<file path="src/common/espi_rx_cfg.svh">
`ifndef ESPI_RX_CFG_SVH
`define ESPI_RX_CFG_SVH

// --------------------
// link geometry
// --------------------

// bits per byte on the serial link
`define ESPI_BYTE_W 8

// depth of the rolling header and data arrays
`define ESPI_HDR_DEPTH 4
`define ESPI_DATA_DEPTH 4

// --------------------
// field widths
// --------------------

`define ESPI_ADDR_W 64
`define ESPI_LEN_W 7

// byte counts as delivered by the command decoder
`define ESPI_HDR_LEN_W 4
`define ESPI_DATA_LEN_W 7

`endif

</file>
<file path="src/common/espi_rx_pkg.sv">
`include "espi_rx_cfg.svh"

`default_nettype none

package espi_rx_pkg;

    // phase the current byte belongs to
    typedef enum logic [2:0] {
        ph_idle      = 3'd0,
        ph_command   = 3'd1,
        ph_cycletype = 3'd2,
        ph_header    = 3'd3,
        ph_data      = 3'd4,
        ph_crc       = 3'd5
    } rx_phase_e;

    typedef logic [`ESPI_BYTE_W-1:0] byte_t;

    // slot 0 sits at the low end of the packed vector
    typedef logic [`ESPI_HDR_DEPTH-1:0][`ESPI_BYTE_W-1:0]  hdr_array_t;
    typedef logic [`ESPI_DATA_DEPTH-1:0][`ESPI_BYTE_W-1:0] data_array_t;

    typedef logic [`ESPI_ADDR_W-1:0] addr_t;
    typedef logic [`ESPI_LEN_W-1:0]  len_t;

    typedef logic [$clog2(`ESPI_HDR_DEPTH)-1:0]  hdr_idx_t;
    typedef logic [$clog2(`ESPI_DATA_DEPTH)-1:0] data_idx_t;

    typedef logic [`ESPI_HDR_LEN_W-1:0] hdr_cnt_t;

endpackage

`default_nettype wire

</file>
<file path="src/common/espi_rx_phase_if.sv">
`default_nettype none

// phase and array slot of the byte on the link
interface espi_rx_phase_if;

    import espi_rx_pkg::*;

    rx_phase_e phase;
    hdr_idx_t  hdr_idx;
    hdr_cnt_t  hdr_pos;
    data_idx_t data_idx;

    modport sequencer (
        output phase,
        output hdr_idx,
        output hdr_pos,
        output data_idx
    );

    modport capture (
        input phase,
        input hdr_idx,
        input hdr_pos,
        input data_idx
    );

endinterface

`default_nettype wire

</file>
<file path="src/hw/espi_rx_sequencer.sv">
`include "espi_rx_cfg.svh"

`default_nettype none

module espi_rx_sequencer (
    input  wire logic                        clk,
    input  wire logic                        ip_reset_n,
    input  wire logic                        start,
    input  wire logic                        stop,
    input  wire logic                        byte_valid,
    input  wire logic                        with_cycletype,
    input  wire espi_rx_pkg::hdr_cnt_t       hdr_len,
    input  wire logic [`ESPI_DATA_LEN_W-1:0] data_len,
    output logic                             frame_done,
    output logic                             rx_idle,
    espi_rx_phase_if.sequencer               phase_if
);

    import espi_rx_pkg::*;

    rx_phase_e                   phase;
    rx_phase_e                   phase_nxt;
    logic                        accept;
    hdr_cnt_t                    hdr_pos;
    hdr_cnt_t                    hdr_wrap;
    hdr_idx_t                    hdr_idx;
    logic                        hdr_last;
    logic [`ESPI_DATA_LEN_W-1:0] data_pos;
    logic [`ESPI_DATA_LEN_W-1:0] data_wrap;
    data_idx_t                   data_idx;
    logic                        data_last;

    // a byte only counts while a frame is open
    assign accept = byte_valid && (phase != ph_idle);

    assign hdr_last  = (hdr_pos == hdr_len - 1'b1);
    assign data_last = (data_pos == data_len - 1'b1);

    // array slots wrap at the smaller of frame length and depth
    assign hdr_wrap  = (hdr_len > `ESPI_HDR_DEPTH) ? hdr_cnt_t'(`ESPI_HDR_DEPTH) : hdr_len;
    assign data_wrap = (data_len > `ESPI_DATA_DEPTH) ?
                       `ESPI_DATA_LEN_W'(`ESPI_DATA_DEPTH) : data_len;

    // --------------------
    // phase FSM
    // --------------------

    always_comb begin
        phase_nxt = phase;
        if (stop) begin
            phase_nxt = ph_idle;
        end else if (phase == ph_idle) begin
            if (start) begin
                phase_nxt = ph_command;
            end
        end else if (accept) begin
            case (phase)
                ph_command: begin
                    if (with_cycletype) begin
                        phase_nxt = ph_cycletype;
                    end else if (hdr_len != '0) begin
                        phase_nxt = ph_header;
                    end else begin
                        phase_nxt = ph_crc;
                    end
                end
                ph_cycletype: phase_nxt = ph_header;
                ph_header: begin
                    if (hdr_last) begin
                        phase_nxt = (data_len != '0) ? ph_data : ph_crc;
                    end
                end
                ph_data: begin
                    if (data_last) begin
                        phase_nxt = ph_crc;
                    end
                end
                // crc byte is mandatory and closes the frame
                ph_crc: phase_nxt = ph_idle;
                default: phase_nxt = ph_idle;
            endcase
        end
    end

    always_ff @(posedge clk or negedge ip_reset_n) begin
        if (!ip_reset_n) begin
            phase <= ph_idle;
        end else begin
            phase <= phase_nxt;
        end
    end

    // --------------------
    // byte counters
    // --------------------

    always_ff @(posedge clk or negedge ip_reset_n) begin
        if (!ip_reset_n) begin
            hdr_pos <= '0;
            hdr_idx <= '0;
        end else if (phase == ph_command) begin
            hdr_pos <= '0;
            hdr_idx <= '0;
        end else if (accept && !stop && (phase == ph_header)) begin
            hdr_pos <= hdr_last ? '0 : hdr_pos + 1'b1;
            hdr_idx <= (hdr_cnt_t'(hdr_idx) == hdr_wrap - 1'b1) ? '0 : hdr_idx + 1'b1;
        end
    end

    always_ff @(posedge clk or negedge ip_reset_n) begin
        if (!ip_reset_n) begin
            data_pos <= '0;
            data_idx <= '0;
        end else if (phase == ph_command) begin
            data_pos <= '0;
            data_idx <= '0;
        end else if (accept && !stop && (phase == ph_data)) begin
            data_pos <= data_last ? '0 : data_pos + 1'b1;
            data_idx <= (`ESPI_DATA_LEN_W'(data_idx) == data_wrap - 1'b1) ?
                        '0 : data_idx + 1'b1;
        end
    end

    // one cycle pulse once the crc byte is taken
    always_ff @(posedge clk or negedge ip_reset_n) begin
        if (!ip_reset_n) begin
            frame_done <= 1'b0;
        end else begin
            frame_done <= accept && !stop && (phase == ph_crc);
        end
    end

    assign rx_idle = (phase == ph_idle);

    assign phase_if.phase    = phase;
    assign phase_if.hdr_idx  = hdr_idx;
    assign phase_if.hdr_pos  = hdr_pos;
    assign phase_if.data_idx = data_idx;

endmodule

`default_nettype wire

</file>
<file path="src/hw/espi_rx_capture.sv">
`include "espi_rx_cfg.svh"

`default_nettype none

module espi_rx_capture (
    input  wire logic                clk,
    input  wire logic                ip_reset_n,
    input  wire logic                stop,
    input  wire logic                byte_valid,
    input  wire espi_rx_pkg::byte_t  byte_data,
    espi_rx_phase_if.capture         phase_if,
    output espi_rx_pkg::byte_t       command_byte,
    output logic [4:0]               cycletype,
    output logic [2:0]               cycletype_msb,
    output espi_rx_pkg::hdr_array_t  header_bytes,
    output espi_rx_pkg::addr_t       address,
    output espi_rx_pkg::len_t        length,
    output espi_rx_pkg::data_array_t data_bytes,
    output espi_rx_pkg::byte_t       crc_byte
);

    import espi_rx_pkg::*;

    logic accept;
    logic len_byte;

    assign accept = byte_valid && (phase_if.phase != ph_idle);

    // header bytes 1 and 2 carry the length, not address
    assign len_byte = (phase_if.hdr_pos == hdr_cnt_t'(1)) ||
                      (phase_if.hdr_pos == hdr_cnt_t'(2));

    // --------------------
    // single byte fields
    // --------------------

    always_ff @(posedge clk or negedge ip_reset_n) begin
        if (!ip_reset_n) begin
            command_byte  <= '0;
            cycletype     <= '0;
            cycletype_msb <= '0;
            crc_byte      <= '0;
        end else if (stop) begin
            command_byte  <= '0;
            cycletype     <= '0;
            cycletype_msb <= '0;
            crc_byte      <= '0;
        end else if (accept) begin
            case (phase_if.phase)
                ph_command: command_byte <= byte_data;
                ph_cycletype: begin
                    cycletype     <= byte_data[4:0];
                    cycletype_msb <= byte_data[7:5];
                end
                ph_crc: crc_byte <= byte_data;
                default: ;
            endcase
        end
    end

    // --------------------
    // header, length, address
    // --------------------

    always_ff @(posedge clk or negedge ip_reset_n) begin
        if (!ip_reset_n) begin
            header_bytes <= '0;
            length       <= '0;
            address      <= '0;
        end else if (stop) begin
            header_bytes <= '0;
            length       <= '0;
            address      <= '0;
        end else if (accept && (phase_if.phase == ph_header)) begin
            header_bytes[phase_if.hdr_idx] <= byte_data;
            if (phase_if.hdr_pos == hdr_cnt_t'(2)) begin
                length <= byte_data[`ESPI_LEN_W-1:0];
            end
            // address bytes arrive msb first
            if (!len_byte) begin
                address <= {address[`ESPI_ADDR_W-`ESPI_BYTE_W-1:0], byte_data};
            end
        end
    end

    // rolling data array
    always_ff @(posedge clk or negedge ip_reset_n) begin
        if (!ip_reset_n) begin
            data_bytes <= '0;
        end else if (stop) begin
            data_bytes <= '0;
        end else if (accept && (phase_if.phase == ph_data)) begin
            data_bytes[phase_if.data_idx] <= byte_data;
        end
    end

endmodule

`default_nettype wire

</file>
<file path="src/hw/espi_rx_frame.sv">
`include "espi_rx_cfg.svh"

`default_nettype none

module espi_rx_frame (
    input  wire logic                        clk,
    input  wire logic                        ip_reset_n,
    input  wire logic                        start,
    input  wire logic                        stop,
    input  wire logic                        byte_valid,
    input  wire espi_rx_pkg::byte_t          byte_data,
    input  wire logic                        with_cycletype,
    input  wire espi_rx_pkg::hdr_cnt_t       hdr_len,
    input  wire logic [`ESPI_DATA_LEN_W-1:0] data_len,
    output logic                             frame_done,
    output logic                             rx_idle,
    output espi_rx_pkg::byte_t               command_byte,
    output logic [4:0]                       cycletype,
    output logic [2:0]                       cycletype_msb,
    output espi_rx_pkg::hdr_array_t          header_bytes,
    output espi_rx_pkg::addr_t               address,
    output espi_rx_pkg::len_t                length,
    output espi_rx_pkg::data_array_t         data_bytes,
    output espi_rx_pkg::byte_t               crc_byte
);

    // phase and slot of each byte, sequencer to capture
    espi_rx_phase_if phase_if ();

    espi_rx_sequencer i_sequencer (
        .clk            (clk),
        .ip_reset_n     (ip_reset_n),
        .start          (start),
        .stop           (stop),
        .byte_valid     (byte_valid),
        .with_cycletype (with_cycletype),
        .hdr_len        (hdr_len),
        .data_len       (data_len),
        .frame_done     (frame_done),
        .rx_idle        (rx_idle),
        .phase_if       (phase_if.sequencer)
    );

    espi_rx_capture i_capture (
        .clk           (clk),
        .ip_reset_n    (ip_reset_n),
        .stop          (stop),
        .byte_valid    (byte_valid),
        .byte_data     (byte_data),
        .phase_if      (phase_if.capture),
        .command_byte  (command_byte),
        .cycletype     (cycletype),
        .cycletype_msb (cycletype_msb),
        .header_bytes  (header_bytes),
        .address       (address),
        .length        (length),
        .data_bytes    (data_bytes),
        .crc_byte      (crc_byte)
    );

endmodule

`default_nettype wire

</file>
<file path="config.mk">
export PLATFORM = sky130hd
export DESIGN_NAME = espi_rx_frame
export DESIGN_NICKNAME = d
export VERILOG_FILES = /design/src/common/espi_rx_pkg.sv /design/src/common/espi_rx_phase_if.sv /design/src/hw/espi_rx_sequencer.sv /design/src/hw/espi_rx_capture.sv /design/src/hw/espi_rx_frame.sv
export VERILOG_INCLUDE_DIRS = /design/src /design/src/common
export SDC_FILE = /design/constraint.sdc
export NUM_CORES = 1
export LEC_CHECK = 0
export BUFFER_PORTS_ARGS = -buffer_cell sky130_fd_sc_hd__buf_2
export CAP_MARGIN = 20
export CORE_ASPECT_RATIO = 0.5
export CORE_MARGIN = 3
export CORE_UTILIZATION = 45
export DETAILED_ROUTE_END_ITERATION = 12
export GPL_TIMING_DRIVEN = 0
export PLACE_DENSITY = 0.71
export SLEW_MARGIN = 20
export SYNTH_ARGS = -nofsm -noshare
export SYNTH_HDL_FRONTEND = slang
export SYNTH_SLANG_ARGS = --single-unit
</file>
<file path="constraint.sdc">
create_clock -name clk -period 1.7 [get_ports clk]
set_clock_uncertainty 0.15 [all_clocks]
set_input_delay 0.34 -clock clk [delete_from_list [all_inputs] [get_ports clk]]
set_output_delay 0.34 -clock clk [all_outputs]
set_load 0.02 [all_outputs]
</file>
==> reports/metrics.csv <==
stage;metric;value;unit
timing;finalCritPeriodShare;118;%
synthesis;most_frequently_used_cell_type_in_the_post_synthesis_netlist;sky130_fd_sc_hd__nand2_1;
outcome;status;finished, violations left;
pwr;p_leak;5.41;nW
finish;diodes_inserted;0;
critical_path;worst_ep_required_time;1900;ps
synthesis;synth_async_sr_flop_share;100;%
synthesis;synth-edff-count;0;
synthesis;synthDistinctLibCells;55;
synthesis;dominant_cells_by_area_after_synthesis;sky130_fd_sc_hd__dfrtp_1 55%, sky130_fd_sc_hd__nand2_1 12%, sky130_fd_sc_hd__a21oi_1 9.9%;
finish;fillCellCount;1266;
finish;layout-drive-gt1-share;42.9;%
global_route;grt_pass1_wl;37.5;mm
critical_path;crit_path_max_fanout;6;
floorplanning;die_footprint;0.0199;sq mm
timing;finalCriticalPeriod;2000;ps
synthesis;postSynthNetCount;948;
global_route;overflow;0;
drt;detail_route_antenna_nets;0;
timing;fin_setup_tns;-27300;ps
outcome;failed_checks;setup timing;
floorplanning;boundaryPins;186;
global_route;grt_start_max_net_pins;65;
finish;multi_input_area;0.00429;sq mm
global_route;grt_antenna_before_repair;0;
global_route;first_global_vias;6954;
timing;finalSetupViolations;136;
timing;final_max_slew_viol_count;0;
critical_path;cp.arrival;2200;ps
timing;worst_slew_pin_slew;973;ps
critical_path;worstSetupStartpointType;register;
floorplanning;initial_utilization;46.4;%
synthesis;synth_common_cells;269 x sky130_fd_sc_hd__nand2_1, 178 x sky130_fd_sc_hd__dfrtp_1, 161 x sky130_fd_sc_hd__a21oi_1;
synthesis;yosys_warnings;0;
drt;drc_errors;0;
critical_path;cp-end-kind;register;
synthesis;synthFlopType;sky130_fd_sc_hd__dfrtp_1;
floorplanning;fp.dieH;101;microns
clock_tree;cts.path.max_buffers;2;
drt;routed_wire_length_per_instance;20.3;microns
clock_tree;worst_skew_pair.late_latency;440;ps
floorplanning;die_x;196;microns
synthesis;ys_ff_latch;178;
finish;fin_nets;1205;
timing;grt_setup_unrepaired;true;
synthesis;yosysSeqAreaShare;54.6;%
drt;drt-vias-per-instance;5.71;
finish;area_growth;45.7;%
clock_tree;clock_sinks;178;
timing;setup_ws;-299;ps
drt;postRouteWirelength;28.6;mm
timing;worst_relative_slew_slack;35.1;%
drt;detailedRoute.firstIterationViolations;567;
drt;dr_total_vias;8052;
clock_tree;clock_tree_from_tritoncts;yes;
critical_path;critical_path_class;register to register;
floorplanning;core_area;0.0176;sq mm
timing;fmaxAchievable;500;MHz
clock_tree;cts-htree-levels;4;
synthesis;synth_area_leader_cell;sky130_fd_sc_hd__dfrtp_1;
pwr;power.density_cell_area;921;mW/mm^2
synthesis;syn-instance-count;905;
clock_tree;path_clk_slew;80;ps
pwr;max-vdd-ir-drop;0.777;mV
clock_tree;cts_buffer_count;17;
synthesis;synth_area;0.00815;sq mm
drt;drt_pre_antenna_iters;5;
placed_design;placement.setup.worst_slack;-501;ps
flow_run;drv.max_cap_violation_count;0;
finish;register_area;0.00446;sq mm
synthesis;postSynthAreaPerCell;9.01;sq um
global_route;track_usage;23.9;%
timing;finalHoldViolations;0;
synthesis;synthDominantCellAreaShare;54.6;%
placed_design;hpwlAfterDp;16.6;mm
worst_hold_path;type_of_the_tightest_min_delay_check;input port to register;
clock_tree;clock_tree_root_buffer_cell;sky130_fd_sc_hd__clkbuf_16;
placed_design;port_buffers;184;
floorplanning;placementRows;34;
placed_design;globalplace.congestion;0.838;
## repair_timing
action	CTS	global route
gates resized for setup	61	252
endpoints found under the hold margin	51	0
endpoints found under the setup margin	171	162
gates cloned	0	21
hold buffers	1	0
pin swaps	11	50
buffers inserted	9	34
## final timing paths
path                                          startpoint                            end  slack, ps  cells after the start
setup / recovery           i_sequencer.phase_if.phase[0]          i_capture.address[11]       -300                      8
hold / removal                              byte_data[4]       i_capture.data_bytes[12]         40                      3
setup reg to reg           i_sequencer.phase_if.phase[0]          i_capture.address[11]       -300                      8
hold reg to reg               i_capture.cycletype_msb[0]     i_capture.cycletype_msb[0]        370                      2
max in group asynchronous                     ip_reset_n  i_sequencer.phase_if.phase[0]        450                      3
min in group asynchronous                     ip_reset_n          i_capture.address[20]        260                      2
## per-layer routing
layer | vias to the layer above | GRT usage (%) | part of all wire, %
met2 | 398 | 39.6 | 49
met5 | - | 0 | 0
li1 | 3573 | - | -
met1 | 4003 | 32.7 | 40
met3 | 78 | 4.59 | 7.6
met4 | 0 | 6.62 | 3.0
## final cells by class
| type | count | share of cell area, % |
|---|---|---|
| clock buffers | 17 | 3.58 |
| well taps | 234 | 2.46 |
| repair buffers | 246 | 14.5 |
| inverters | 16 | 0.916 |
| plain buffers | 52 | 3.43 |
| flip-flops and latches | 178 | 37.6 |
| clock inverters | 15 | 1.46 |
| multi-input cells | 651 | 36.1 |
## logic make-up after synthesis
kind of cell               share of synthesized area, %
AOI/OAI and AO/OA                                  13.9
xor gates and xnor gates                           2.35
buffers and inverters                              4.19
muxes                                             0.982
adders and majority gates                          2.76
and+or+nand+nor                                    21.2
DFF                                                54.6
## cell usage in the layout (no fill, tap or decap), types with 6 or more instances in the layout
master	count
sky130_fd_sc_hd__nand3_1	41
sky130_fd_sc_hd__a21oi_1	101
sky130_fd_sc_hd__clkbuf_16	25
sky130_fd_sc_hd__nand2_1	224
sky130_fd_sc_hd__nand3_2	17
sky130_fd_sc_hd__xor2_1	6
sky130_fd_sc_hd__nand2_4	6
sky130_fd_sc_hd__dfrtp_1	173
sky130_fd_sc_hd__nand3_4	11
sky130_fd_sc_hd__mux2i_1	8
sky130_fd_sc_hd__ha_4	7
sky130_fd_sc_hd__nor2_1	18
sky130_fd_sc_hd__buf_6	32
sky130_fd_sc_hd__buf_8	12
sky130_fd_sc_hd__nand2_2	38
sky130_fd_sc_hd__ha_1	6
sky130_fd_sc_hd__clkbuf_1	24
sky130_fd_sc_hd__xnor2_1	10
sky130_fd_sc_hd__a21oi_2	60
sky130_fd_sc_hd__buf_4	31
sky130_fd_sc_hd__o21ai_0	11
sky130_fd_sc_hd__buf_2	181
sky130_fd_sc_hd__inv_1	10
## registers in the layout, summed over array words and instances (netlist names)
name / count
i_capture.address: 64
i_capture.cycletype_msb: 3
i_sequencer.data_pos: 7
i_capture.crc_byte: 8
i_capture.header_bytes: 32
i_sequencer.phase_if.data_idx: 2
i_capture.command_byte: 8
i_sequencer.frame_done: 1
i_capture.cycletype: 5
i_sequencer.phase_if.hdr_idx: 2
i_sequencer.phase_if.phase: 3
i_sequencer.phase_if.hdr_pos: 4
i_capture.data_bytes: 32
i_capture.length: 7
## report_power, final
part           total, mW  switching [mW]  internal [mW]
Sequential          4.43           0.103           4.33
Combinational       2.44            1.45          0.991
Clock               4.07            1.97           2.10
## critical path: stages (launching register included)
cell and delay (ps):
sky130_fd_sc_hd__dfrtp_2 470, sky130_fd_sc_hd__buf_6 150, sky130_fd_sc_hd__nand2_8 60, sky130_fd_sc_hd__nor3_4 310
sky130_fd_sc_hd__buf_4 210, sky130_fd_sc_hd__and2_4 180, sky130_fd_sc_hd__buf_6 130, sky130_fd_sc_hd__nand2_1 70
sky130_fd_sc_hd__a21oi_1 170
## stage by stage
step / util [%] / hold WS, ps / std cells / total power [mW] / area [sq um]
after detailed placement: 54.5 / 134 / 1325 / 5.86 / 9570
after CTS: 59.2 / 26.4 / 1357 / 10.1 / 10400
final: 67.6 / 37.8 / 1409 / 10.9 / 11900
after floorplan: - / -106 / 905 / 5.35 / 8290
after global routing: 67.6 / 28.5 / 1409 / 11.3 / 11900
after global placement: 54.1 / 354 / 1323 / 5.82 / 9500
Power figures use the tool's default switching activity.
